## src/source/lsu_pkg.sv

```systemverilog
package lsu_pkg;

  typedef logic [31:0] word_t;
  typedef logic [31:0] addr_t;
  typedef logic [3:0]  strb_t;
  typedef logic [1:0]  resp_t;
  typedef logic [1:0]  size_t;

  localparam resp_t RESP_OKAY   = 2'b00;
  localparam resp_t RESP_DECERR = 2'b11;

  localparam size_t SIZE_B = 2'd0;
  localparam size_t SIZE_H = 2'd1;
  localparam size_t SIZE_W = 2'd2;

  localparam addr_t MEM_BASE  = 32'h8000_0000;
  localparam int    MEM_WORDS = 256;
  localparam int    MEM_IDX_W = $clog2(MEM_WORDS);
  localparam addr_t MEM_LIMIT = MEM_BASE + addr_t'(MEM_WORDS * 4); // first address past memory.

  localparam addr_t       UART_BASE     = 32'h1000_0000; // 4 KiB window.
  localparam logic [11:0] UART_TXD_OFS  = 12'h000;
  localparam logic [11:0] UART_STAT_OFS = 12'h004;

  typedef struct packed {
    addr_t addr;
    word_t wsrc;
    size_t size;
    logic  sext;
  } lsu_req_t;

  // master to slave half of the AXI-lite port
  typedef struct packed {
    addr_t araddr;
    logic  arvalid;
    logic  rready;
    addr_t awaddr;
    logic  awvalid;
    word_t wdata;
    strb_t wstrb;
    logic  wvalid;
    logic  bready;
  } axi_m2s_t;

  typedef struct packed {
    logic  arready;
    word_t rdata;
    resp_t rresp;
    logic  rvalid;
    logic  awready;
    logic  wready;
    resp_t bresp;
    logic  bvalid;
  } axi_s2m_t;

endpackage

```

## src/source/bus_xbar.sv

```systemverilog
`timescale 1ns/1ps

module bus_xbar import lsu_pkg::*; (
  input  logic     clock,
  input  logic     reset,
  input  axi_m2s_t m_m2s,
  output axi_s2m_t m_s2m,
  output axi_m2s_t mem_m2s,
  input  axi_s2m_t mem_s2m,
  output axi_m2s_t uart_m2s,
  input  axi_s2m_t uart_s2m
);

  typedef enum logic [1:0] {TGT_NONE, TGT_MEM, TGT_UART} tgt_t;

  tgt_t     tgt_q;
  tgt_t     dec_tgt;
  tgt_t     sel;
  logic     active;
  logic     addr_hs;
  logic     resp_hs;
  logic     de_rvalid;
  logic     de_bvalid;
  addr_t    dec_addr;
  axi_s2m_t de_s2m;

  function automatic tgt_t decode(addr_t a);
    if (a[31:12] == UART_BASE[31:12])
      return TGT_UART;
    if (a >= MEM_BASE && a < MEM_LIMIT)
      return TGT_MEM;
    return TGT_NONE;
  endfunction

  function automatic axi_m2s_t gate(axi_m2s_t m, logic en);
    axi_m2s_t g;
    g         = m;
    g.arvalid = m.arvalid && en;
    g.rready  = m.rready && en;
    g.awvalid = m.awvalid && en;
    g.wvalid  = m.wvalid && en;
    g.bready  = m.bready && en;
    return g;
  endfunction

  assign dec_addr = m_m2s.arvalid ? m_m2s.araddr : m_m2s.awaddr;
  assign dec_tgt  = decode(dec_addr);
  assign sel      = active ? tgt_q : dec_tgt; // latched after the address transfer.

  assign mem_m2s  = gate(m_m2s, sel == TGT_MEM);
  assign uart_m2s = gate(m_m2s, sel == TGT_UART);

  always_comb begin
    de_s2m         = '0;
    de_s2m.arready = !active;
    de_s2m.awready = !active;
    de_s2m.wready  = active && !de_bvalid;
    de_s2m.rvalid  = de_rvalid;
    de_s2m.rresp   = RESP_DECERR;
    de_s2m.bvalid  = de_bvalid;
    de_s2m.bresp   = RESP_DECERR;
    case (sel)
      TGT_MEM:  m_s2m = mem_s2m;
      TGT_UART: m_s2m = uart_s2m;
      default:  m_s2m = de_s2m;
    endcase
  end

  assign addr_hs = (m_m2s.arvalid && m_s2m.arready) || (m_m2s.awvalid && m_s2m.awready);
  assign resp_hs = (m_s2m.rvalid && m_m2s.rready) || (m_s2m.bvalid && m_m2s.bready);

  always_ff @(posedge clock) begin
    if (reset) begin
      active    <= 1'b0;
      tgt_q     <= TGT_NONE;
      de_rvalid <= 1'b0;
      de_bvalid <= 1'b0;
    end else begin
      if (!active && addr_hs) begin
        active <= 1'b1;
        tgt_q  <= dec_tgt;
      end else if (active && resp_hs) begin
        active <= 1'b0;
      end
      if (sel == TGT_NONE && !active && m_m2s.arvalid)
        de_rvalid <= 1'b1;
      else if (de_rvalid && m_m2s.rready)
        de_rvalid <= 1'b0;
      if (sel == TGT_NONE && active && m_m2s.wvalid && !de_bvalid)
        de_bvalid <= 1'b1;
      else if (de_bvalid && m_m2s.bready)
        de_bvalid <= 1'b0;
    end
  end

  a_one_slave_resp: assert property (@(posedge clock) disable iff (reset)
    !((mem_s2m.rvalid || mem_s2m.bvalid) && (uart_s2m.rvalid || uart_s2m.bvalid)));

endmodule

```

## config.mk

```make
export PLATFORM = sky130hd
export DESIGN_NAME = bus_xbar
export DESIGN_NICKNAME = d
export VERILOG_FILES = /design/src/source/lsu_pkg.sv /design/src/source/bus_xbar.sv
export SDC_FILE = /design/constraint.sdc
export NUM_CORES = 1
export LEC_CHECK = 0
export BUFFER_PORTS_ARGS = -buffer_cell sky130_fd_sc_hd__clkbuf_2
export CAP_MARGIN = 20
export CORE_AREA = 2 2 172 174
export DETAILED_ROUTE_END_ITERATION = 6
export DIE_AREA = 0 0 174 176
export MAX_ROUTING_LAYER = met4
export PLACE_DENSITY_LB_ADDON = 0.2
export REMOVE_ABC_BUFFERS = 1
export SLEW_MARGIN = 10
export SYNTH_ARGS = -nofsm -noshare
export SYNTH_HDL_FRONTEND = slang
export SYNTH_SLANG_ARGS = --single-unit
```

## constraint.sdc

```tcl
create_clock -name clock -period 3.6 [get_ports clock]
set_input_delay 0.36 -clock clock [delete_from_list [all_inputs] [get_ports clock]]
set_output_delay 0.36 -clock clock [all_outputs]
set_load 0.05 [all_outputs]
```

# Word level (Yosys, flattened, before mapping)
# Index checks and enable logic that the tools add are counted.
dict set report op_classes {
  n_reduce_logical 33
  n_eq_ne 3
  n_lt_le_gt_ge 2
  muxes 16
}
# operator n
set op_table {}
lappend op_table {{$pmux W41 S2} 1}
lappend op_table {{$ge A32 B32 Y1 const B} 1}
lappend op_table {{$lt A32 B32 Y1 const B} 1}
lappend op_table {{$mux W32} 1}
lappend op_table {{$logic_and A1 B1 Y1} 25}
lappend op_table {{$eq A20 B17 Y1 const B} 1}
lappend op_table {{$mux W2} 5}
lappend op_table {{$mux W1} 9}
lappend op_table {{$reduce_bool A2 Y1} 3}
lappend op_table {{$eq A2 B1 Y1 const B} 1}
lappend op_table {{$eq A2 B2 Y1 const B} 1}
lappend op_table {{$logic_not A1 Y1} 2}
lappend op_table {{$logic_not A2 Y1} 1}
lappend op_table {{$logic_or A1 B1 Y1} 2}
dict set report word_totals {
  out_inout_bits 251
  ff_bits 5
  input_bits 189
  elab_cells 58
}

# Longest topological paths before layout
dict set report depth {
  word_depth 15
  ltp_mapped 11
  ltp_nobuf 9
}

# Least setup slack after synthesis
# OpenSTA, ideal clock, no wires.
dict set report synth_path {
  path_kind {in2out}
  start {input port m_m2s[72] (netlist name)}
  end {output port m_s2m[3] (netlist name)}
  required_ns 3.240
  t_arrival_ns 3.265
  path_slack_ns -0.025
  cell_stages 9
  cell_sequence {buf_6 > nor4_2 > nand3_1 > a221oi_4 > a22oi_1 > ha_1 > clkbuf_1 > clkbuf_1 > o31ai_1}
}
# item line_no
set synth_rtl {}
lappend synth_rtl {{start, declared} bus_xbar.sv:6} ;# input axi_m2s_t m_m2s,
lappend synth_rtl {{end, declared} bus_xbar.sv:7} ;# output axi_s2m_t m_s2m,

==> reports/results.ini <==
[run_status]
status = finished clean

[timing]
worst_pin_slew_ns = 0.460
holdWs_ns = 0.435
maxSlewViolCount = 0
skew_ns = 0.000671
max_slew_margin_pct = 69.5
setup_slack_ns = 0.309
finalSetupViolations = 0
rsz0062_at_grt = false
fin_crit_ns = 3.29
finalSetupTns_ns = 0
max_freq_mhz = 304
hold_violations = 0
fin_crit_sh_pct = 91.4

[synth]
ys_seq_elements = 5
syn_area_mm2 = 0.00268
yosys_warnings = 0
synth_area_leaders = buf_4, a22oi_1, nor2b_1, dfxtp_1, clkbuf_1
ys_seq_area_share_pct = 3.73
avgSynthCellArea_um2 = 7.27
netlist_instances = 369
synth_top_cell_area_share_pct = 55.9
yosys.area.top_type = buf_4
synth.distinct_cells = 30

[global_route]
grt.overflow.total = 0
grt_pass1_wl_um = 25100
grt_pass1_vias = 2592
antenna_found_initial = 3
track_usage_pct = 12.7
grt_max_degree = 36

[die]
die_w_um = 174
die_h_um = 176
fp-row-count = 62
start_util_pct = 9.40
dieArea_mm2 = 0.0306
ios = 440
core_area_mm2 = 0.0285

[power]
leakagePower_nw = 1.52
power.density_mw_per_mm2 = 197
p_total_mw = 0.655
vdd.ir_drop.worst_mv = 0.155

[placement]
dpl.hpwl_um = 17700
portBuffers = 271
gp_congestion = 0.716
dp_slack_ns = 0.203

[clock_network]
numCtsBuffers = 3
post_cts_buffers = 0
clock_latency_ns = 0.22
clockRootBuffer = clkbuf_16
cts_hold_buf = 0
cts_htree_levels = 1
post_cts_resize_count = 0
cts_max_path_buffers = 2
clkSinkCount = 5
tritoncts = yes
clkTransAtPathRegs_ns = 0.03

[critical_path]
cpPeakStageDelay_ns = 0.45
rr_worst_depth = 7
crit_cells = 10
critical-path-top-delay-family = buffers and inverters
cp.required_ns = 3.24
crit_path_frequent_cell = clkbuf_2
worstSetupPathType = in2out
cp-end-kind = output port
cpMaxStageDelayCell = ha_2
worstPathCellList = clkbuf_2, nor4b_2, nand3_1, a221oi_4, a22o_1, ha_2, buf_4, a22oi_1, nor2b_1, clkbuf_2
crit_buf_inv = 3
critPathMaxFanout = 16
worstSetupStartpointType = input pin
worst_ep_arrival_time_ns = 2.93

[detailed_routing]
drc_errors = 0
vias = 2821
viasPerCell = 3.43
dr.pass1.iters = 4
routedWlPerCell_um = 24.6
ant_nets = 0
drtIter0Drc = 151
wirelength_um = 20200

[worst_hold_path]
min_delay_path_depth = 2
hp-class = in2reg

[layout]
area_growth_pct = 24.1
nNetsFinal = 628
drive_gt1_share_pct = 66.7
fin_util_pct = 11.7

[flow_run]
max_cap_viol_count = 0

[Yosys cell counts]
cell        n
a21oi_1     9
a221o_1     1
a221oi_4    1
a22o_1      3
a22oi_1    42
a31o_1      2
and2_1      9
and2_2      1
buf_4     200
buf_6       1
clkbuf_1   16
dfxtp_1     5
ha_1        3
inv_1       2
mux2_2      1
mux2i_1     1
nand2_1     7
nand2b_1    2
nand3_1     4
nor2_1      9
nor2b_1    32
nor3_1      2
nor4_1      5
nor4_2      2
nor4b_1     4
nor4b_2     1
o31ai_1     1
o32a_1      1
or2_1       1
or2b_1      1
[stage by stage]
stage               instance area, µm²  instances
floorplan                         1110        152
global placement                  3250        815
detailed placement                3250        815
CTS                               3320        819
global route                      3330        822
finish                            3330        822
[layout by cell type (no fill, tap or decap), types with 2 or more instances in the layout]
cell type    n
nand2b_1     2
ha_2         2
buf_12      16
a22oi_1     42
clkbuf_16    3
nor4b_1      4
nand3_1      4
a31o_1       2
dfxtp_1      5
nand2_1      7
a21oi_1      9
diode_2      3
inv_1        2
nor4_2       2
buf_4        5
nor4_1       5
a22o_1       3
clkbuf_2   258
nor3_1       2
nor2b_1     32
and2_1       9
nor2_1       9
[path summary, 6_finish.rpt]
kind / start / end / slack [ns]
setup / recovery: m_m2s[72] / m_s2m[28] / 0.31
hold reg to reg: de_rvalid / de_rvalid / 0.47
hold / removal: reset / de_rvalid / 0.44
setup reg to reg: active / tgt_q[1] / 1.24
[report_power, final]
group	internal [mW]	switching, mW
Clock	0.147	0.0355
Combinational	0.106	0.304
Sequential	0.0585	0.00421
Total	0.311	0.344
[logic make-up (layout without fill, tap and decap cells)]
family	count (synthesis)	after routing	synth area share [%]
compound gates	60	60	17.1
fa+ha+maj	3	3	1.40
buf+inv	219	285	58.9
flops	5	5	3.73
mux	2	2	0.793
other cells	0	3	0
simple gates	80	80	18.1
[worst reg2reg max path: stages (launching register included)]
cell	delay, ns
dfxtp_1	0.52
nor2_1	0.11
a22oi_1	0.26
ha_2	0.51
a22oi_1	0.19
a21oi_1	0.37
nor4b_1	0.09
a31o_1	0.19
[cell type report]
type	instances	area, µm²
Antenna cell	3	7.51
Inverter	2	7.51
Multi-Input combinational cell	145	1010
Sequential cell	5	100
Tap cell	384	480
Clock buffer	4	78.8
Fill cell	3382	25200
Timing Repair Buffer	279	1650
[per-layer routing]
| metal | up-vias | routed length [µm] | global-route usage [%] |
|---|---|---|---|
| met1 | 1282 | 8950 | 15.6 |
| met5 | - | 0 | - |
| met4 | 0 | 23 | 0.455 |
| met3 | 4 | 4160 | 12.1 |
| li1 | 1177 | - | - |
| met2 | 358 | 7050 | 15.4 |
[state kept, by name, summed over array words and instances (netlist names)]
register,cells
active,1
de_bvalid,1
de_rvalid,1
tgt_q,2
Note: power is estimated with default switching activity, not from simulation.
