**config.mk**
```make
export PLATFORM = sky130hd
export DESIGN_NAME = lsu_core
export DESIGN_NICKNAME = d
export VERILOG_FILES = /design/src/source/lsu_pkg.sv /design/src/source/lsu_core.sv
export SDC_FILE = /design/constraint.sdc
export NUM_CORES = 1
export LEC_CHECK = 0
export BUFFER_PORTS_ARGS = -buffer_cell sky130_fd_sc_hd__buf_2
export CORE_ASPECT_RATIO = 0.6
export CORE_MARGIN = 10
export CORE_UTILIZATION = 40
export CTS_BUF_LIST = sky130_fd_sc_hd__clkbuf_4 sky130_fd_sc_hd__clkbuf_8 sky130_fd_sc_hd__clkbuf_16
export CTS_CLUSTER_SIZE = 20
export DETAILED_ROUTE_END_ITERATION = 7
export PLACE_DENSITY = 0.83
export REMOVE_ABC_BUFFERS = 1
export SETUP_SLACK_MARGIN = 0.2
export SYNTH_ARGS = -nofsm -noshare
export SYNTH_HDL_FRONTEND = slang
export SYNTH_SLANG_ARGS = --single-unit
```
**constraint.sdc**
```tcl
create_clock -name clock -period 2.1 [get_ports clock]
set_clock_uncertainty 0.2 [all_clocks]
set_input_delay 0.315 -clock clock [delete_from_list [all_inputs] [get_ports clock]]
set_output_delay 0.315 -clock clock [all_outputs]
set_load 0.02 [all_outputs]
```
**src/source/lsu_pkg.sv**
```systemverilog
package lsu_pkg;

  typedef logic [31:0] word_t;
  typedef logic [31:0] addr_t;
  typedef logic [3:0]  strb_t;
  typedef logic [1:0]  resp_t;
  typedef logic [1:0]  size_t;

  localparam resp_t RESP_OKAY   = 2'b00;
  localparam resp_t RESP_DECERR = 2'b11;

  localparam size_t SIZE_B = 2'd0;
  localparam size_t SIZE_H = 2'd1;
  localparam size_t SIZE_W = 2'd2;

  localparam addr_t MEM_BASE  = 32'h8000_0000;
  localparam int    MEM_WORDS = 256;
  localparam int    MEM_IDX_W = $clog2(MEM_WORDS);
  localparam addr_t MEM_LIMIT = MEM_BASE + addr_t'(MEM_WORDS * 4); // first address past memory.

  localparam addr_t       UART_BASE     = 32'h1000_0000; // 4 KiB window.
  localparam logic [11:0] UART_TXD_OFS  = 12'h000;
  localparam logic [11:0] UART_STAT_OFS = 12'h004;

  typedef struct packed {
    addr_t addr;
    word_t wsrc;
    size_t size;
    logic  sext;
  } lsu_req_t;

  // master to slave half of the AXI-lite port
  typedef struct packed {
    addr_t araddr;
    logic  arvalid;
    logic  rready;
    addr_t awaddr;
    logic  awvalid;
    word_t wdata;
    strb_t wstrb;
    logic  wvalid;
    logic  bready;
  } axi_m2s_t;

  typedef struct packed {
    logic  arready;
    word_t rdata;
    resp_t rresp;
    logic  rvalid;
    logic  awready;
    logic  wready;
    resp_t bresp;
    logic  bvalid;
  } axi_s2m_t;

endpackage

```
**src/source/lsu_core.sv**
```systemverilog
`timescale 1ns/1ps

module lsu_core import lsu_pkg::*; (
  input  logic     clock,
  input  logic     reset,
  input  logic     ren,
  input  logic     wen,
  input  lsu_req_t req,
  output word_t    load_data,
  output logic     read_done,
  output logic     write_done,
  output logic     bus_error,
  output axi_m2s_t m2s,
  input  axi_s2m_t s2m
);

  typedef enum logic [2:0] {
    IDLE,
    RADDR,
    RDATA,
    WADDR,
    WDATA,
    BRESP,
    DONE
  } lsu_state_t;

  lsu_state_t state;
  logic [4:0] lane_shift;
  word_t      rd_shifted;
  word_t      rd_ext;
  strb_t      st_strb;

  assign lane_shift = {req.addr[1:0], 3'b000}; // byte offset in bits.

  always_comb begin
    case (req.size)
      SIZE_B:  st_strb = 4'b0001 << req.addr[1:0];
      SIZE_H:  st_strb = 4'b0011 << req.addr[1:0];
      default: st_strb = 4'b1111;
    endcase
  end

  // bring the addressed lane down to bit 0, then extend.
  always_comb begin
    rd_shifted = s2m.rdata >> lane_shift;
    case (req.size)
      SIZE_B:  rd_ext = req.sext ? {{24{rd_shifted[7]}}, rd_shifted[7:0]}
                                 : {24'b0, rd_shifted[7:0]};
      SIZE_H:  rd_ext = req.sext ? {{16{rd_shifted[15]}}, rd_shifted[15:0]}
                                 : {16'b0, rd_shifted[15:0]};
      SIZE_W:  rd_ext = rd_shifted;
      default: rd_ext = rd_shifted;
    endcase
  end

  always_comb begin
    m2s.araddr  = req.addr;
    m2s.arvalid = (state == RADDR);
    m2s.rready  = (state == RDATA);
    m2s.awaddr  = req.addr;
    m2s.awvalid = (state == WADDR);
    m2s.wdata   = req.wsrc << lane_shift;
    m2s.wstrb   = st_strb;
    m2s.wvalid  = (state == WDATA);
    m2s.bready  = (state == BRESP);
  end

  always_ff @(posedge clock) begin
    if (reset) begin
      state      <= IDLE;
      read_done  <= 1'b0;
      write_done <= 1'b0;
      bus_error  <= 1'b0;
    end else begin
      read_done  <= 1'b0;
      write_done <= 1'b0;
      case (state)
        IDLE: begin
          if (ren)
            state <= RADDR;
          else if (wen)
            state <= WADDR;
        end
        RADDR: if (s2m.arready) state <= RDATA;
        RDATA: begin
          if (s2m.rvalid) begin
            state     <= DONE;
            read_done <= 1'b1;
            bus_error <= (s2m.rresp != RESP_OKAY);
          end
        end
        WADDR: if (s2m.awready) state <= WDATA;
        WDATA: if (s2m.wready) state <= BRESP;
        BRESP: begin
          if (s2m.bvalid) begin
            state      <= DONE;
            write_done <= 1'b1;
            bus_error  <= (s2m.bresp != RESP_OKAY);
          end
        end
        default: state <= IDLE; // done pulse is out, back to idle.
      endcase
    end
  end

  always_ff @(posedge clock) begin
    if (state == RDATA && s2m.rvalid)
      load_data <= rd_ext;
  end

  a_no_rw_overlap: assert property (@(posedge clock) disable iff (reset)
    !(ren && wen));

  a_half_aligned: assert property (@(posedge clock) disable iff (reset)
    (ren || wen) && req.size == SIZE_H |-> !req.addr[0]);

  a_word_aligned: assert property (@(posedge clock) disable iff (reset)
    (ren || wen) && req.size == SIZE_W |-> req.addr[1:0] == 2'b00);

  a_arvalid_hold: assert property (@(posedge clock) disable iff (reset)
    m2s.arvalid && !s2m.arready |=> m2s.arvalid && $stable(m2s.araddr));

endmodule

```
Yosys cells after proc, flatten, opt, wreduce, memory -nomap -nowiden

Index checks and enable logic that the tools add are counted.

Register bits after elaboration: 38
Bits in latches: 0
Bits in writable memories: 0
ROM bits: 0
Input bits: 112
Output and inout port bits: 140
Logic and storage cells: 50
Memories: 0

Add/subtract/negate cells: 0
Multiply operators: 0
Div/mod/pow operators: 0
Magnitude comparators: 0
Equal/unequal tests: 12
Shifts and indexed selects: 4
Multiplexer cells: 17
Bitwise operators: 2
Reduce and logical (&&, ||, !) cells: 10

Operators with widths:

| cell                | number |
|---|---|
| $mux 32             | 2 |
| $pmux 32 s2         | 1 |
| $shl 32x5->32       | 1 |
| $shr 32x5->32       | 1 |
| $mux 3              | 7 |
| $pmux 3 s6          | 1 |
| $ne 2x1->1 const B  | 5 |
| $pmux 4 s2          | 1 |
| $eq 3x2->1 const B  | 2 |
| $eq 3x3->1 const B  | 2 |
| $reduce_and 6->1    | 1 |
| $reduce_bool 2->1   | 3 |
| $mux 1              | 4 |
| $reduce_or 2->1     | 2 |
| $shl 1x2->4 const A | 1 |
| $shl 2x2->4 const A | 1 |
| $eq 3x1->1 const B  | 1 |
| $logic_not 3->1     | 1 |
| $ne 3x3->1 const B  | 1 |
| $reduce_and 3->1    | 1 |
| $eq 2x1->1 const B  | 1 |
| $logic_not 2->1     | 1 |
| $not 1->1           | 2 |
| $pmux 1 s2          | 1 |
| $logic_and 1x1->1   | 1 |

Longest topological paths before layout

Gate-level depths: netlist of the first run.

Word-level depth: 3
Mapped depth: 7
Mapped depth without buffers: 5

Least setup slack after synthesis of the first run

Ideal clock, no wire load.

Path type: input to output
Start: input req[35] (netlist bit)
End: output m2s[22] (netlist bit)
Data arrival time: 1448 ps
Data required time: 1585 ps
Setup slack: 137 ps
Cell stages on the path: 4
Path buffers: 3
Cells stage by stage: buf_2 clkbuf_1 clkbuf_1 o21ai_0

RTL lines:

| item        | RTL line       | source |
|---|---|---|
| from (decl) | lsu_core.sv:8  | `input lsu_req_t req,` |
| to (decl)   | lsu_core.sv:13 | `output axi_m2s_t m2s,` |

==> results of run 1 <==
[cell families (layout without fill, tap and decap cells)]
| kind of cell | after synthesis | in the layout | share of synthesized area |
|---|---|---|---|
| mux | 33 | 33 | 0.141 |
| flops | 38 | 38 | 0.355 |
| buf+inv | 89 | 192 | 0.196 |
| compound gates | 73 | 73 | 0.157 |
| simple gates | 90 | 90 | 0.151 |
[worst paths after layout]
kind                          startpoint  slack (ns)  depth (start not counted)                     end
setup / recovery                 req[35]        0.24                          5                  m2s[2]
hold / removal                     reset        0.08                          2  bus_error$_SDFFE_PP0P_
setup reg to reg   state[1]$_SDFFE_PP0P_        0.37                          4   state[0]$_SDFFE_PP0P_
hold reg to reg   bus_error$_SDFFE_PP0P_        0.25                          2  bus_error$_SDFFE_PP0P_
[Yosys cell counts, drive strengths merged]
library cell  count  area [sq um]
buf              77           552
edfxtp           32           961
nand2            28           105
o21ai            26           138
mux2i            25           250
nor2             24          90.1
a21oi            12          60.1
and2              9          56.3
nor2b             9          56.3
a211oi            8          60.1
a21boi            8          71.3
mux4              8           180
o31ai             8          60.1
clkbuf            6          22.5
dfxtp             6           120
inv               6          22.5
and3              3          18.8
nand2b            3          18.8
or2               3          18.8
and3b             2          17.5
nand3             2          22.5
nor3              2          10.0
o211ai            2          15.0
a211o             1          8.76
a21o              1          7.51
a311o             1          10.0
a31oi             1          6.26
and4bb            1          12.5
nand3b            1          7.51
nor4              1          6.26
nor4b             1          8.76
o2111ai           1          8.76
o21a              1          7.51
o21bai            1          7.51
o2bb2ai           1          8.76
o41ai             1          8.76
or4b              1          10.0
[per-stage QoR]
step,cell area (sq um),utilization,std cells
after floorplan,2470,-,240
after global placement,3560,0.487,521
after detailed placement,3560,0.487,521
after CTS,3710,0.506,529
after global routing,3750,0.512,530
final,3750,0.512,530
[area by class of cell]
type	instances	area share
Sequential cell	38	0.289
Multi-Input combinational cell	196	0.367
Timing Repair Buffer	178	0.265
Inverter	6	0.00601
Clock inverter	2	0.00234
Tap cell	104	0.0347
Clock buffer	6	0.0354
[state kept, by name, indices dropped and copies added, names as in the netlist]
register and cells:
bus_error 1, load_data 32, read_done 1, state 3, write_done 1
[power breakdown]
part	switching, mW	internal [mW]	total, mW	leakage, nW
Sequential	0.0838	0.977	1.06	0.345
Combinational	0.622	0.386	1.01	1.38
Clock	0.271	0.446	0.717	0.0717
[critical path: stages]
cell	delay, ns
buf_2	0.18
buf_12	0.18
or2_2	0.40
nand2b_1	0.10
buf_2	0.17
[layer usage]
| metal | share of wire | global-route usage | vias up |
|---|---|---|---|
| met5 | 0.0043 | 0.0516 | - |
| met4 | 0.0077 | 0.0368 | 2 |
| met3 | 0.14 | 0.125 | 15 |
| met2 | 0.40 | 0.263 | 198 |
| met1 | 0.45 | 0.237 | 1315 |
| li1 | - | - | 1291 |
[repair_timing]
item                                    CTS  global route
cloned                                    0             1
pin swaps                                 0             0
gates resized for setup                   2             5
endpoints found under the setup margin   15            24
==> flow_metrics.py, run 1 <==
metrics = {
    "flow_run": {
        "cap_violations": 0,
    },
    "clocking": {
        "clk_path_buf_depth": 2,
        "clock_sinks": 38,
        "post_cts_buffers": 0,
        "clk_pin_slew_ns": 0.05,
        "cts-root-buf": "clkbuf_16",
        "cts_buffers": 5,
        "cts_tree": "built",
        "hold_buffers": 0,
        "htreeDepth": 2,
        "clkLatencyLatePin_ns": 0.27,
    },
    "logic_synthesis": {
        "yosys_warnings": 0,
        "ys_ff_latch": 38,
        "syn-cell-area_sq_um": 3050,
        "ys_seq_area_frac": 0.355,
        "synth.avg_cell_area_sq_um": 9.43,
        "syn_inst": 323,
        "synth.distinct_cells": 42,
    },
    "sta": {
        "setup_tns_ns": 0,
        "setup_viol": 0,
        "worst_slack_ns": 0.243,
        "slew_violations": 0,
        "fin_crit_sh": 0.884,
        "hold_viol": 0,
        "worstMarginPinSlew_ns": 0.615,
        "finalCriticalPeriod_ns": 1.86,
        "rsz0062_at_grt": "true",
        "fmax_mhz": 538,
        "slew-limit-headroom": 0.589,
        "holdWs_ns": 0.0794,
    },
    "grt": {
        "grtUsageTotal": 0.190,
        "grt_pass1_wl_microns": 17000,
        "grt-ovfl-total": 0,
        "antenna_found_initial": 0,
        "grt_pass1_vias": 2951,
        "grt_max_degree": 50,
    },
    "outcome": {
        "status": "finished clean",
    },
    "route": {
        "drt_iter0_markers": 212,
        "via_per_inst": 5.32,
        "drc": 0,
        "antenna_left": 0,
        "via_count": 2821,
        "routed_wl_microns": 12100,
        "avgRoutedWirePerCell_microns": 22.7,
        "firstDrtPassIters": 4,
    },
    "cells_and_area": {
        "nNetsFinal": 537,
        "final_common_cell": "buf_2",
        "layout_common_cells": "buf_2 (160), edfxtp_1 (32), nand2_1 (28)",
        "multi_input_area_sq_um": 1380,
        "n_antenna_cell": 0,
        "fill_cells": 699,
        "regArea_sq_um": 1080,
        "area_growth_syn_to_layout_pct": 23.1,
        "layout-drive-gt1-share": 0.481,
    },
    "die": {
        "start_util": 0.416,
        "die_h_microns": 87.6,
        "dieWidth_microns": 133,
        "core_sq_um": 7330,
        "io_pins": 252,
        "rows": 24,
        "die_area_sq_um": 11600,
    },
    "min_path": {
        "min_path_type": "in -> reg",
    },
    "placed_design": {
        "hpwl_microns": 9710,
        "place_congestion": 0.890,
        "io_buffers": 161,
        "preCtsSetupSlack_ns": 0.0628,
    },
    "power": {
        "p_leak_nw": 1.79,
        "power.density_nw_per_um2": 743,
        "ir_worst_vdd_v": 0.000358,
        "power_mw": 2.79,
    },
    "setup_path": {
        "worstPathMaxFanout": 13,
        "cp.arrival_ns": 1.34,
        "worstSetupPathType": "in -> out",
        "critPathCaptureType": "primary output",
        "startpoint_type": "input port",
        "required_ns": 1.58,
    },
}
(Power assumes the default switching activity.)
==> inputs of run 2 (changes only) <==
--- a/config.mk
+++ b/config.mk
@@ -12,7 +12,9 @@
 export CTS_BUF_LIST = sky130_fd_sc_hd__clkbuf_4 sky130_fd_sc_hd__clkbuf_8 sky130_fd_sc_hd__clkbuf_16
 export CTS_CLUSTER_SIZE = 20
 export DETAILED_ROUTE_END_ITERATION = 7
+export MAX_ROUTING_LAYER = met4
 export PLACE_DENSITY = 0.83
+export RECOVER_POWER = 25
 export REMOVE_ABC_BUFFERS = 1
 export SETUP_SLACK_MARGIN = 0.2
 export SYNTH_ARGS = -nofsm -noshare
==> run 2 against run 1 <==
  * Hold slack gained 0.0045 ns
  * Clock power is essentially flat
  * Worst setup slack improved by 0.051 ns
  * First-iteration DRC count down 40%
  * Critical path depth up 1
  * Sequential share of layout area is 0.058 points higher
  * Sequential power about the same
  * Total power is 0.26% lower
  * Wire length is 3.5% lower
  * Count of clock-buffer cells in the layout is the same
  * Critical path type unchanged
  * Highest routed layer is now met4
==> flow_metrics.py, run 2 (same netlist as run 1, synthesis figures left out) <==
metrics = {
    "outcome": {
        "status": "finished clean",
    },
    "sta": {
        "fmax_mhz": 553,
        "finalCriticalPeriod_ns": 1.81,
        "slew-limit-headroom": 0.571,
        "setup_viol": 0,
        "rsz0062_at_grt": "true",
        "hold_viol": 0,
        "fin_crit_sh": 0.860,
        "worstMarginPinSlew_ns": 0.642,
        "setup_tns_ns": 0,
        "slew_violations": 0,
    },
    "route": {
        "antenna_left": 0,
        "drc": 0,
        "routed_wl_microns": 11600,
        "drt_iter0_markers": 128,
        "via_count": 2808,
        "firstDrtPassIters": 5,
        "via_per_inst": 5.29,
        "avgRoutedWirePerCell_microns": 21.9,
    },
    "cells_and_area": {
        "area_growth_syn_to_layout_pct": 22.9,
        "n_antenna_cell": 0,
        "regArea_sq_um": 1080,
        "nNetsFinal": 538,
        "largest-register": "load_data",
        "largest_reg_flops": 32,
        "final_core_util": 0.511,
        "final_common_cell": "buf_2",
        "fin_cells": 531,
        "top_regs": "load_data (32), state (3)",
        "layout-drive-gt1-share": 0.482,
        "fill_cells": 712,
        "layout_common_cells": "buf_2 (160), edfxtp_1 (32), nand2_1 (28)",
        "multi_input_area_sq_um": 1380,
    },
    "setup_path": {
        "max_stage_delay_ns": 0.22,
        "worstPathCellList": "clkbuf_4 > buf_4 > buf_6 > mux2i_1 > nor2_1 > buf_2",
        "worstPathMaxFanout": 22,
        "cpMaxStageDelayCell": "mux2i_1",
        "worstSetupStartpoint": "req[35]",
        "startpoint_type": "input port",
        "cp.arrival_ns": 1.29,
        "required_ns": 1.58,
        "worstSetupPathType": "in -> out",
        "critPathCaptureType": "primary output",
        "timing.rr.start": "state[1]$_SDFFE_PP0P_",
    },
    "die": {
        "die_h_microns": 87.6,
        "die_area_sq_um": 11600,
        "dieWidth_microns": 133,
        "io_pins": 252,
        "core_sq_um": 7330,
        "rows": 24,
        "start_util": 0.416,
    },
    "power": {
        "swShare": 0.349,
        "power.share.combinational": 0.360,
        "ir_worst_vdd_v": 0.000310,
        "power_frac_clock": 0.257,
        "internal_power_mw": 1.81,
        "p_leak_nw": 1.79,
        "p_seq_frac": 0.383,
        "power_switching_mw": 0.971,
        "power_mw": 2.78,
        "power.density_nw_per_um2": 743,
    },
    "clocking": {
        "clock_sinks": 38,
        "post_cts_buffers": 0,
        "cts_tree": "built",
        "clkLatencyLatePin_ns": 0.27,
        "htreeDepth": 2,
        "cts_buffers": 5,
        "clk_pin_slew_ns": 0.05,
        "cts-root-buf": "clkbuf_16",
        "clk_path_buf_depth": 2,
        "hold_buffers": 0,
    },
    "grt": {
        "antenna_found_initial": 0,
        "grtUsageTotal": 0.196,
        "grt_pass1_vias": 3013,
        "grt_pass1_wl_microns": 16900,
        "grt-ovfl-total": 0,
        "grt_max_degree": 37,
    },
    "placed_design": {
        "hpwl_microns": 9600,
        "io_buffers": 161,
        "dp.cells": 523,
        "place_congestion": 0.903,
    },
    "min_path": {
        "min_path_type": "in -> reg",
        "hold_start": "reset",
    },
    "flow_run": {
        "cap_violations": 0,
    },
}
[run 2: cell types whose count changed in the layout (fill, tap and decap cells not counted), sizes merged]
cell,before,now
buf,177,178
[run 2: worst max-delay path, delay by kind of cell]
| family | cells | cell delay (ns) |
|---|---|---|
| buffers and inverters | 4 | 0.69 |
| multiplexers | 1 | 0.22 |
| AND/OR/NAND/NOR | 1 | 0.05 |
[run 2: per-layer routing]
metal  part of all wire  track usage
met1               0.45        0.241
met4              0.011       0.0437
met2               0.39        0.259
met3               0.15        0.127
met5                  0            -
[run 2: layout make-up]
class,instances,area share
repair buffers,179,0.263
flip-flops and latches,38,0.290
inverters,6,0.00602
clock buffers,6,0.0354
well taps,104,0.0348
multi-input cells,196,0.369
clock inverters,2,0.00234
[run 2: final timing paths]
path	to	slack (ns)	cells past startpoint
setup / recovery	m2s[14]	0.29	6
hold / removal	bus_error$_SDFFE_PP0P_	0.08	2
setup reg to reg	state[0]$_SDFFE_PP0P_	0.37	4
hold reg to reg	bus_error$_SDFFE_PP0P_	0.25	2
[run 2: power groups by stage]
stage | Clock [mW] | Combinational, mW | Sequential, mW
after detailed placement | 0 | 1.00 | 1.07
final | 0.715 | 1.00 | 1.06
after global routing | 0.777 | 1.09 | 1.08
after floorplan | 0 | 0.434 | 1.18
after CTS | 0.735 | 1.01 | 1.06
after global placement | 0 | 0.981 | 1.07
[run 2: what timing repair did]
| action | in CTS | in global routing |
|---|---|---|
| resized for setup | 4 | 4 |
| endpoints found under the setup margin | 19 | 15 |
| pin swaps | 0 | 0 |
[run 2: through the flow]
stage / setup WS, ns / hold slack (ns) / area (sq um)
after detailed placement: 0.0566 / 0.247 / 3580
after global routing: 0.196 / 0.107 / 3740
after global placement: 0.111 / 0.237 / 3580
after floorplan: 0.193 / 0.184 / 2470
after CTS: 0.216 / 0.0808 / 3730
final: 0.293 / 0.0839 / 3740
