`src/source/lsu_pkg.sv`:
```
package lsu_pkg;

  typedef logic [31:0] word_t;
  typedef logic [31:0] addr_t;
  typedef logic [3:0]  strb_t;
  typedef logic [1:0]  resp_t;
  typedef logic [1:0]  size_t;

  localparam resp_t RESP_OKAY   = 2'b00;
  localparam resp_t RESP_DECERR = 2'b11;

  localparam size_t SIZE_B = 2'd0;
  localparam size_t SIZE_H = 2'd1;
  localparam size_t SIZE_W = 2'd2;

  localparam addr_t MEM_BASE  = 32'h8000_0000;
  localparam int    MEM_WORDS = 256;
  localparam int    MEM_IDX_W = $clog2(MEM_WORDS);
  localparam addr_t MEM_LIMIT = MEM_BASE + addr_t'(MEM_WORDS * 4); // first address past memory.

  localparam addr_t       UART_BASE     = 32'h1000_0000; // 4 KiB window.
  localparam logic [11:0] UART_TXD_OFS  = 12'h000;
  localparam logic [11:0] UART_STAT_OFS = 12'h004;

  typedef struct packed {
    addr_t addr;
    word_t wsrc;
    size_t size;
    logic  sext;
  } lsu_req_t;

  // master to slave half of the AXI-lite port
  typedef struct packed {
    addr_t araddr;
    logic  arvalid;
    logic  rready;
    addr_t awaddr;
    logic  awvalid;
    word_t wdata;
    strb_t wstrb;
    logic  wvalid;
    logic  bready;
  } axi_m2s_t;

  typedef struct packed {
    logic  arready;
    word_t rdata;
    resp_t rresp;
    logic  rvalid;
    logic  awready;
    logic  wready;
    resp_t bresp;
    logic  bvalid;
  } axi_s2m_t;

endpackage

```
`src/source/uart_tx_dev.sv`:
```
`timescale 1ns/1ps

module uart_tx_dev import lsu_pkg::*; (
  input  logic     clock,
  input  logic     reset,
  input  axi_m2s_t m2s,
  output axi_s2m_t s2m,
  output byte      uart_byte,
  output logic     uart_strobe
);

  word_t       rdata_q;
  logic [11:0] aw_ofs;
  logic [7:0]  sent_cnt;
  logic        arready_q;
  logic        awready_q;
  logic        wready_q;
  logic        rvalid_q;
  logic        bvalid_q;
  logic        aw_acc;
  logic        ar_hs;
  logic        aw_hs;
  logic        w_hs;
  logic        tx_wr;

  // lowest strobed lane wins.
  function automatic byte lane_byte(word_t d, strb_t s);
    if (s[0])
      return d[7:0];
    if (s[1])
      return d[15:8];
    if (s[2])
      return d[23:16];
    return d[31:24];
  endfunction

  assign ar_hs = m2s.arvalid && arready_q;
  assign aw_hs = m2s.awvalid && awready_q;
  assign w_hs  = m2s.wvalid && wready_q;
  assign tx_wr = w_hs && (aw_ofs == UART_TXD_OFS);

  always_comb begin
    s2m.arready = arready_q;
    s2m.rdata   = rdata_q;
    s2m.rresp   = RESP_OKAY;
    s2m.rvalid  = rvalid_q;
    s2m.awready = awready_q;
    s2m.wready  = wready_q;
    s2m.bresp   = RESP_OKAY;
    s2m.bvalid  = bvalid_q;
  end

  always_ff @(posedge clock) begin
    if (reset) begin
      arready_q   <= 1'b0;
      awready_q   <= 1'b0;
      wready_q    <= 1'b0;
      rvalid_q    <= 1'b0;
      bvalid_q    <= 1'b0;
      aw_acc      <= 1'b0;
      uart_strobe <= 1'b0;
      sent_cnt    <= 8'd0;
    end else begin
      arready_q   <= m2s.arvalid && !arready_q && !rvalid_q;
      awready_q   <= m2s.awvalid && !awready_q && !aw_acc && !bvalid_q;
      wready_q    <= m2s.wvalid && aw_acc && !wready_q;
      uart_strobe <= tx_wr;
      if (tx_wr)
        sent_cnt <= sent_cnt + 8'd1;
      if (ar_hs)
        rvalid_q <= 1'b1;
      else if (rvalid_q && m2s.rready)
        rvalid_q <= 1'b0;
      if (aw_hs)
        aw_acc <= 1'b1;
      else if (w_hs)
        aw_acc <= 1'b0;
      if (w_hs)
        bvalid_q <= 1'b1;
      else if (bvalid_q && m2s.bready)
        bvalid_q <= 1'b0;
    end
  end

  always_ff @(posedge clock) begin
    if (ar_hs)
      rdata_q <= (m2s.araddr[11:0] == UART_STAT_OFS) ? word_t'(sent_cnt) : '0;
    if (aw_hs)
      aw_ofs <= m2s.awaddr[11:0];
    if (tx_wr)
      uart_byte <= lane_byte(m2s.wdata, m2s.wstrb);
  end

endmodule

```
`config.mk`:
```
export PLATFORM = sky130hd
export DESIGN_NAME = uart_tx_dev
export DESIGN_NICKNAME = d
export VERILOG_FILES = /design/src/source/lsu_pkg.sv /design/src/source/uart_tx_dev.sv
export SDC_FILE = /design/constraint.sdc
export NUM_CORES = 1
export LEC_CHECK = 0
export ABC_AREA = 1
export BUFFER_PORTS_ARGS = -buffer_cell sky130_fd_sc_hd__buf_2
export CORE_MARGIN = 2
export CORE_UTILIZATION = 37
export CTS_CLUSTER_SIZE = 10
export DETAILED_ROUTE_END_ITERATION = 12
export GPL_TIMING_DRIVEN = 0
export PLACE_DENSITY = 0.77
export SYNTH_ARGS = -nofsm -noshare
export SYNTH_HDL_FRONTEND = slang
export SYNTH_SLANG_ARGS = --single-unit
```
`constraint.sdc`:
```
create_clock -name clock -period 1.1 [get_ports clock]
set_input_delay 0.11 -clock clock [delete_from_list [all_inputs] [get_ports clock]]
set_output_delay 0.11 -clock clock [all_outputs]
set_load 0.005 [all_outputs]
```
* Word level (Yosys, flattened, before mapping)
Index checks and enable logic that the tools add are counted.
** Storage, ports and cells
- Word-level logic and storage cells :: 58
- Flip-flop bits (word level) :: 67
- Memories kept :: 0
- ROM bits :: 0
- Output and inout bits :: 50
- Bits in latches :: 0
- Bits in writable memories :: 0
- Bits of input ports :: 107
** Operators by class
- Multiply operators :: 0
- $lt $le $gt $ge :: 0
- Div/mod/pow operators :: 0
- Bitwise operators :: 0
- Muxes and demuxes :: 21
- Eq/ne operators :: 1
- Reductions and logical operators :: 23
- Shift-type cells :: 0
- Add/sub/neg operators :: 1
** Operators with widths (count)
- $mux 8 :: 6
- $mux 1 :: 15
- $logic_and 1x1->1 :: 13
- $eq 12x3->1 const B :: 1
- $logic_not 12->1 :: 1
- $add 8x1->8 const B :: 1
- $logic_not 1->1 :: 6
- $reduce_bool 2->1 :: 3

* Logic depth before layout (Yosys ltp)
Gate-level depths: netlist of the first run.
- Depth after elaboration :: 11
- Depth in mapped cells :: 7
- Gate-level depth less buffers :: 7

* Worst setup path before layout of the first run
Ideal clock, no wire load.
- Kind :: register to register
- From :: register aw_ofs[11]
- To :: register uart_byte[0] in the netlist's numbering (enable)
- Buffers on the path :: 0
- Arrival time :: 0.927 ns
- Required time :: 0.798 ns
- Library setup time :: 0.302 ns
- Setup slack :: -0.129 ns
- Stages on the path, launching flop included :: 6
- Clock period less this slack :: 1.229 ns
- Cell sequence :: edfxtp_1 nor2_1 nand2_1 nor2_4 nand2_2 clkinv_2
** Between the ends
- Word-level cells in the longest chain between the ends :: 2
** RTL lines
- start: declaration :: line uart_tx_dev.sv:13 : logic [11:0] aw_ofs;
- start signal: assignment :: line uart_tx_dev.sv:89 : aw_ofs <= m2s.awaddr[11:0];
- $logic_not 12->1 :: line uart_tx_dev.sv:40 : assign tx_wr = w_hs && (aw_ofs == UART_TXD_OFS);
- $logic_and 1x1->1 :: line uart_tx_dev.sv:40
- named net tx_wr :: line uart_tx_dev.sv:24 : logic tx_wr;
- end signal: assignment :: line uart_tx_dev.sv:91 : uart_byte <= lane_byte(m2s.wdata, m2s.wstrb);
- end: declaration :: line uart_tx_dev.sv:8 : output byte uart_byte,
The timed path passes the listed nets, and every way through them passes these cells.
A chain may end at the register's enable or synchronous reset.

* Worst setup path in the final report of the first run
- From :: register aw_ofs[5]
- To :: register uart_byte[2] in the netlist's numbering (enable)
The elaborated chain is that of the path after synthesis.

==> results, run 1 <==
- The pin count of the biggest net entering global routing is 14.
- The maximum VDD drop is 0.5814 mV.
- The later-pin clock latency in the skew report is slightly below 300 ps.
- Cells with a size suffix above 1 make up roughly two fifths of the layout.
- The die covers between 6000 and 7000 µm².
- In the detailed route, the total length drawn on met3 is around 320 µm.
- The final count of hold timing violations is 0.
- The footprint of the multi-input gates is 813.3 µm².
- Global routing used roughly 15% of the available tracks across all layers.
- The sequential fraction of the synthesis area is between 50% and 60%.
- The clock passes through at most 2 buffers.
- Based on the critical path, the design can be clocked at up to 0.7550 GHz.
- In this run the cell area of the synthesized design comes to roughly 2200 µm².
- The count of pins over their slew limit is 0.
- STA classifies the critical path startpoint as a register.
- The filler cell count in the final layout is 540.
- The floorplan has 28 rows.
- At the end of routability-driven placement, the weighted congestion stood at approximately 0.69.
- The cell with the most instances after synthesis is sky130_fd_sc_hd__nor2_1.
- The initial core utilization is between 30% and 40%.
- Counting flops with a built-in enable in the synthesized netlist gives 28.
- The final critical delay including setup and external delays is approximately 1300 ps.
- Setup repair after global routing could not meet its margin everywhere.
- The worst setup margin is -224.5 ps.
- The sum of met2 wire segment lengths after detailed routing is between 2000 and 3000 µm.
- The final critical path takes up 120.4% of the cycle.
- The count of yosys warnings during synthesis is 0.
- The number of top-level pins is approximately 160.
- In this run, the number of DRC markers left after iteration 0 of detailed routing was 67.
- The global-route wire length before repair is roughly 7500 µm.
- The routed length on met1 is around 1900 µm.
- Dividing the detail-routed wire length by the instance count gives between 10 and 15 µm.
- Relative to the synthesized area, the layout overhead comes to 42.03%.
- The critical path is of the register to register type.
- The end-of-flow core utilization is ~54%.
- The proportion of register bits with asynchronous set or reset after synthesis is 0%.
- The total number of H-tree levels is 2.
- STA puts the critical path data arrival time at about 1300 ps.
- TritonCTS created 5 clock buffers.
- The largest total area in the synthesized netlist belongs to sky130_fd_sc_hd__edfxtp_1.
- The tool flagged a number of max-cap violations equal to 0.
- Input and output buffers added on the ports amount to 83.
- The width of the die is around 81 µm.
- The CTS clock-pin slew for the worst setup and hold paths is about 80 ps.
- The clock net in this run drives a total of 43 sinks.
- The area of the core is between 5000 and 6000 µm².
- For this design the static power due to leakage is about 1.5 nW.
- The checks that failed: setup timing.
- The final setup violation count is 17.
- The total overflow left after global routing is 0.
- In this run the remaining antenna-violating nets after routing total 0.
- The net total in the final layout is 485.
- The number of DRC violations after detailed routing is 0.
- The netlist uses 27 different library cells.
- The number of antenna violations at the first check in global routing is 0.
- The number of iterations in the first detailed-routing pass is 4.
- After synthesis, the most frequently instantiated cells are sky130_fd_sc_hd__nor2_1, sky130_fd_sc_hd__buf_4, sky130_fd_sc_hd__nand2_1.
- The via count is 1961.
- Of all nets on the critical path, the largest fanout is 9.
- The flip-flop and latch area is around 1100 µm².
- The via count of the first global-routing pass is around 1800.
- Sorting the synthesized cells by area gives the leading types as sky130_fd_sc_hd__edfxtp_1, sky130_fd_sc_hd__dfxtp_1, sky130_fd_sc_hd__buf_4.
- The flow ran to the end, but the final reports show violations.
- For the worst setup path, the data required time is approximately 1100 ps.
- TritonCTS built the clock tree.
- Synthesis produced between 200 and 250 cells.
- The cell sitting at the root of the clock tree is a sky130_fd_sc_hd__clkbuf_8.
- The total of flip-flops plus latches after synthesis is 43.
- The share of the synthesized area in the top cell type is a little under two fifths.
- STA classifies the critical path endpoint as a register.
- For this run, the leading register cell type out of synthesis is sky130_fd_sc_hd__edfxtp_1.
- The count of inserted antenna diode cells is 0.
- For this block, the routed nets add up to 4802 µm of wire.
- The worst hold slack after final layout is roughly 54 ps.
- The vertical extent of the die is 81.21 µm.
- Summed over all nets, the half-perimeter wirelength after detailed placement is ~3600 µm.
- The final clock skew is 5.501 ps.
- In the routed layout, each cell is associated on average with a via count of approximately 4.3.
- In this run the worst hold path is classified as input port to register.
- The uppermost metal layer occupied by signal nets is met4.
- Power spread over the standard cell area amounts to roughly 1100 nW/µm².
- Averaged over all synthesized cells, the footprint is between 9 and 10 µm².
[where the power goes]
part	internal, mW	leakage [nW]	total [mW]	switching (mW)
logic	0.242	1.05	0.415	0.173
registers	1.75	0.377	1.76	0.0138
clock network	0.664	0.0556	1.18	0.519
total	2.65	1.48	3.36	0.705
[registers in the layout, summed over array words and instances, names as in the netlist]
signal	flops
uart_byte	8
awready_q	1
rvalid_q	1
sent_cnt	8
bvalid_q	1
rdata_q	8
uart_strobe	1
arready_q	1
aw_ofs	12
aw_acc	1
wready_q	1
[logic make-up after synthesis]
logic type	share of synthesized area (%)
other cells	0.1700
buf+inv	16.45
flops	51.73
compound gates	8.395
simple gates	22.69
fa+ha+maj	0.5671
[cell type report]
type	instances	share of cell area, %
sequential	43	36.42
multi-input combinational	165	25.96
timing repair buffer	102	19.13
buffer	38	8.906
inverter	22	3.155
tap	75	2.995
clock buffer	5	2.196
clock inverter	3	1.238
[placed cells by master (no fill, tap or decap)]
cell / Yosys / layout
sky130_fd_sc_hd__buf_6: 1 / 4
sky130_fd_sc_hd__nor4_1: 4 / 4
sky130_fd_sc_hd__dfxtp_1: 15 / 15
sky130_fd_sc_hd__ha_1: 1 / 1
sky130_fd_sc_hd__edfxtp_1: 28 / 28
sky130_fd_sc_hd__o21ai_1: 1 / 1
sky130_fd_sc_hd__nor3_2: 1 / 1
sky130_fd_sc_hd__clkinv_2: 1 / 1
sky130_fd_sc_hd__clkinvlp_4: 0 / 1
sky130_fd_sc_hd__clkbuf_8: 0 / 5
sky130_fd_sc_hd__inv_1: 19 / 18
sky130_fd_sc_hd__nor2_1: 47 / 47
sky130_fd_sc_hd__buf_4: 33 / 37
sky130_fd_sc_hd__or2_4: 1 / 1
sky130_fd_sc_hd__a21oi_1: 12 / 12
sky130_fd_sc_hd__nand4_1: 6 / 6
sky130_fd_sc_hd__o21a_1: 8 / 8
sky130_fd_sc_hd__buf_2: 4 / 87
sky130_fd_sc_hd__nand3_2: 1 / 2
sky130_fd_sc_hd__bufinv_16: 0 / 1
sky130_fd_sc_hd__nor2_8: 1 / 1
sky130_fd_sc_hd__conb_1: 1 / 28
sky130_fd_sc_hd__clkinv_8: 0 / 1
sky130_fd_sc_hd__nor3_1: 2 / 2
sky130_fd_sc_hd__nand2_1: 30 / 30
sky130_fd_sc_hd__clkinv_1: 1 / 2
sky130_fd_sc_hd__dlygate4sd3_1: 0 / 12
sky130_fd_sc_hd__o31ai_1: 8 / 8
sky130_fd_sc_hd__inv_2: 1 / 1
sky130_fd_sc_hd__nand3_1: 10 / 9
sky130_fd_sc_hd__nor2_4: 3 / 3
sky130_fd_sc_hd__nand2_4: 0 / 1
[per-layer routing]
layer / GRT usage [%] / vias up
met2: 27.77 / 77
met1: 16.20 / 864
met5: 0 / -
met3: 2.889 / 7
li1: - / 1013
met4: 6.610 / 0
[path summary, 6_finish.rpt]
check                           slack (ps)  cells after the start      endpoint       from
worst min-delay path                    50                      3     arready_q    m2s[72]
worst max-delay path                  -220                      5  uart_byte[2]  aw_ofs[5]
worst min register to register         450                      1     awready_q     aw_acc
worst max register to register        -220                      5  uart_byte[2]  aw_ofs[5]
[what timing repair did]
item | CTS | global route
pin swaps | 4 | 6
setup buffers | 7 | 0
gates resized for setup | 4 | 2
gates cloned | 0 | 0
endpoints found under the setup margin | 29 | 17
hold endpoints to repair | 12 | 0
hold buffers | 12 | 0
[through the flow]
stage               setup TNS [ps]  std cells  power [mW]  setup WS [ps]  cell area (µm²)
finish                       -3292        453       3.360         -224.5             3133
global route                 -5316        453       3.508         -344.4             3133
CTS                          -2987        453       3.394         -201.1             3126
detailed placement           -3393        426       2.171         -253.4             2825
global placement             -2053        426       2.166         -205.5             2825
floorplan                   -802.1        268       2.023         -100.3             2316
[worst max-delay path, cell delays in order, from the launching register on]
cell and delay (ps):
sky130_fd_sc_hd__edfxtp_1 400, sky130_fd_sc_hd__nor2_1 130, sky130_fd_sc_hd__nand2_1 110, sky130_fd_sc_hd__nor2_4 200
sky130_fd_sc_hd__nand2_4 120, sky130_fd_sc_hd__clkinv_8 90
Note: power is estimated with default switching activity, not from simulation.
==> inputs of run 2 (changes only) <==
CORE_ASPECT_RATIO = 1.1   (was unset)
==> run 2 against run 1 <==
  * The flow still finishes with violations (setup timing)
  * Worst hold slack improved by 2.8 ps
  * Non-clock buffer count rose by 2
  * Design area rose by 3.6%
  * Critical endpoint is now uart_byte[4]
  * Largest power group unchanged
  * Sequential power barely moved
==> results, run 2 (synthesis results as in run 1) <==
- The slowest library cell on the worst path is sky130_fd_sc_hd__edfxtp_1 (unchanged).
- The via count came to 1953 (was 1961).
- The class of the most critical setup path is register to register (unchanged).
- The post-placement setup slack is -225.4 ps (was -253.4 ps).
- The later-pin clock latency in the skew report is 290 ps (about the same).
- The power per cell area is 1114 nW/µm² (was 1072 nW/µm²).
- The average wire length per cell after detail routing came to 10.91 µm (was 10.60 µm).
- The required time of the critical path was 1110 ps (was 1120 ps).
- Ordered list of cells on the worst path: nor2_1 > nand2_1 > nor2_4 > nand2_4 > clkinv_4 (was nor2_1 > nand2_1 > nor2_4 > nand2_4 > clkinv_8).
- The worst-path maximum fanout is 6 (was 9).
- The pin count of the biggest net entering global routing is 14 (unchanged).
- The number of iterations in the first detailed-routing pass is 4 (unchanged).
- The register with the most flip-flops was aw_ofs (unchanged).
- The post-route antenna net violation count is 0 (unchanged).
- The count of inserted antenna diode cells is 0 (unchanged).
- The number of antenna violations at the first check in global routing is 0 (unchanged).
- The max-capacitance violation count was 0 (unchanged).
- The total routed wirelength came to 4995 µm (was 4802 µm).
- The critical path launch point type was a register (unchanged).
- The flip-flop and latch area is 1142 µm² (was 1141 µm²).
- The static leakage came to 1.521 nW (was 1.481 nW).
- The maximum cell stage delay along the critical path is 450 ps (was 400 ps).
- The critical path endpoint is uart_byte[4] (was uart_byte[2]).
- The finished layout cell area is 3244 µm² (was 3133 µm²).
- The worst flop-to-flop path startpoint is aw_ofs[8] (was aw_ofs[5]).
- The uppermost metal layer occupied by signal nets is met4 (unchanged).
- The clock sink total came to 43 (unchanged).
- The maximum VDD drop was 0.6491 mV (was 0.5814 mV).
- The final count of hold timing violations is 0 (unchanged).
- The critical path data arrival time came to 1340 ps (about the same).
- The critical path launch point is aw_ofs[8] (was aw_ofs[5]).
- The count of pins over their slew limit is 0 (unchanged).
- The final setup violation count is 16 (was 17).
- The flip-flop count of the largest register, all copies and words added is 12 (unchanged).
- The global route total overflow is 0 (unchanged).
- The net total in the final layout is 488 (was 485).
- The logic depth of the worst register-to-register path was 5 (unchanged).
- The hold path depth is 3 (unchanged).
- The total number of H-tree levels came to 2 (unchanged).
- The ratio of routed vias to standard cells is 4.264 (was 4.329).
- The number of instances in the placed design is 428 (was 426).
- The worst setup margin is -223.7 ps (was -224.5 ps).
- The element type at the critical path end was a register (unchanged).
- The initial detailed-routing violation count is 73 (was 67).
- The share of the clock period used by the worst path is 120.3% (was 120.4%).
- The post-DP HPWL is 3694 µm (was 3630 µm).
- The footprint of the multi-input gates is 862.1 µm² (was 813.3 µm²).
- Outcome: complete, but fails checks (unchanged).
- The via count of the first global-routing pass is 1811 (was 1789).
- The CTS clock-pin slew for the worst setup and hold paths came to 80 ps (about the same).
- The number of buffers added by the clock tree synthesis step is 5 (unchanged).
- Violations in the final reports: setup timing (unchanged).
- The clock tree buffer depth is 2 (unchanged).
- The last weighted congestion value of the routability-driven placer came to 0.7845 (was 0.6918).
- The number of top-level pins is 157 (unchanged).
- The CTS tree is yes (unchanged).
- The global-route wire length before repair was 7797 µm (was 7534 µm).
- The setup slack of the most critical reg-to-reg path is -220 ps (about the same).
- The filler cell count in the final layout is 510 (was 540).
- The die footprint is 6596 µm² (was 6595 µm²).
- The total power draw is 3.615 mW (was 3.360 mW).
- Unrepaired setup endpoints after global routing: yes (unchanged).
- The routed length on met1 is 1942 µm (was 1856 µm).
- The width of the die is 77.62 µm (was 81.21 µm).
- The capture instance of the worst register-to-register path is uart_byte[4] (was uart_byte[2]).
- The fraction of final layout cells with drive strength greater than 1 is 42.26% (was 38.89%).
- The initial core utilization is 38.23% (was 37.70%).
- The achievable clock frequency is 0.7555 GHz (was 0.7550 GHz).
- Commonest cells after routing, fill and taps aside: sky130_fd_sc_hd__buf_2, sky130_fd_sc_hd__nor2_1, sky130_fd_sc_hd__buf_4, sky130_fd_sc_hd__conb_1, sky130_fd_sc_hd__edfxtp_1 (was sky130_fd_sc_hd__buf_2, sky130_fd_sc_hd__nor2_1, sky130_fd_sc_hd__buf_4, sky130_fd_sc_hd__nand2_1).
- The root buffer cell is sky130_fd_sc_hd__clkbuf_8 (unchanged).
- The final clock skew is 4.525 ps (was 5.501 ps).
- The count of input and output buffers was 83 (unchanged).
- The kind of path behind the tightest hold check is input port to register (unchanged).
- The instance area at placement is 2828 µm² (was 2825 µm²).
- The combined global-route utilization of all metal layers was 14.85% (was 14.89%).
- The vertical extent of the die was 84.98 µm (was 81.21 µm).
- The final critical delay including setup and external delays is 1324 ps (was 1325 ps).
- The area of the core is 5769 µm² (was 5851 µm²).
- The worst hold slack after final layout came to 56.71 ps (was 53.96 ps).
- The number of standard cells in the layout, taps in and fillers out came to 458 (was 453).
- The setup TNS after final layout is -3058 ps (was -3292 ps).
- The sum of met2 wire segment lengths after detailed routing is 2704 µm (was 2541 µm).
- The end-of-flow core utilization came to 56.24% (was 53.55%).
- The layout overhead on the synthesized area was 47.08% (was 42.03%).
- The site row count is 29 (was 28).
- The most frequent standard cell in the layout excluding fill and tap cells is sky130_fd_sc_hd__buf_2 (unchanged).
- The length of routed met3 wiring was 300 µm (was 323 µm).
- The number of DRC violations after detailed routing is 0 (unchanged).
[run 2: worst max-delay path, delay by kind of cell (launching register included)]
| family | cells | cell delay, ps |
|---|---|---|
| flops | 1 | 450 |
| simple gates | 4 | 510 |
| buf+inv | 1 | 90 |
[run 2: layer usage]
layer  vias up  GRT usage (%)
met3         4          2.234
met2        84          28.13
met1       848          16.47
met5         -              0
li1       1017              -
met4         0          5.844
[run 2: area by class of cell]
class                           count  share of cell area, %
Sequential cell                    43                  35.21
Multi-Input combinational cell    165                  26.57
Timing Repair Buffer              104                  19.48
Buffer                             38                  8.600
Tap cell                           77                  2.970
Inverter                           22                  2.815
Clock buffer                        6                  2.237
Clock inverter                      2                  1.851
Timing Repair inverter              1                 0.2700
[run 2: worst min path at each step]
stage,slack [ps],end,startpoint
2_1_floorplan,210,aw_ofs[0],m2s[39]
3_3_place_gp,290,aw_ofs[10],m2s[49]
3_5_place_dp,290,aw_ofs[9],m2s[48]
4_1_cts,2,aw_ofs[8],m2s[47]
5_1_grt,50,awready_q,m2s[38]
6_report,60,arready_q,m2s[72]
[run 2: report_power, final]
part	switching (mW)	leakage [nW]	total, mW	internal [mW]
sequential	0.0145	0.378	1.76	1.75
clock	0.516	0.0654	1.42	0.907
combinational	0.179	1.08	0.430	0.251
[run 2: repair_timing]
action                                  in CTS  in global routing
hold buffers                                11                  1
pin swaps                                   11                  8
hold endpoints to repair                    11                  1
gates resized for setup                      7                 11
buffers inserted                             6                  3
gates cloned                                 1                  0
endpoints found under the setup margin      28                 29
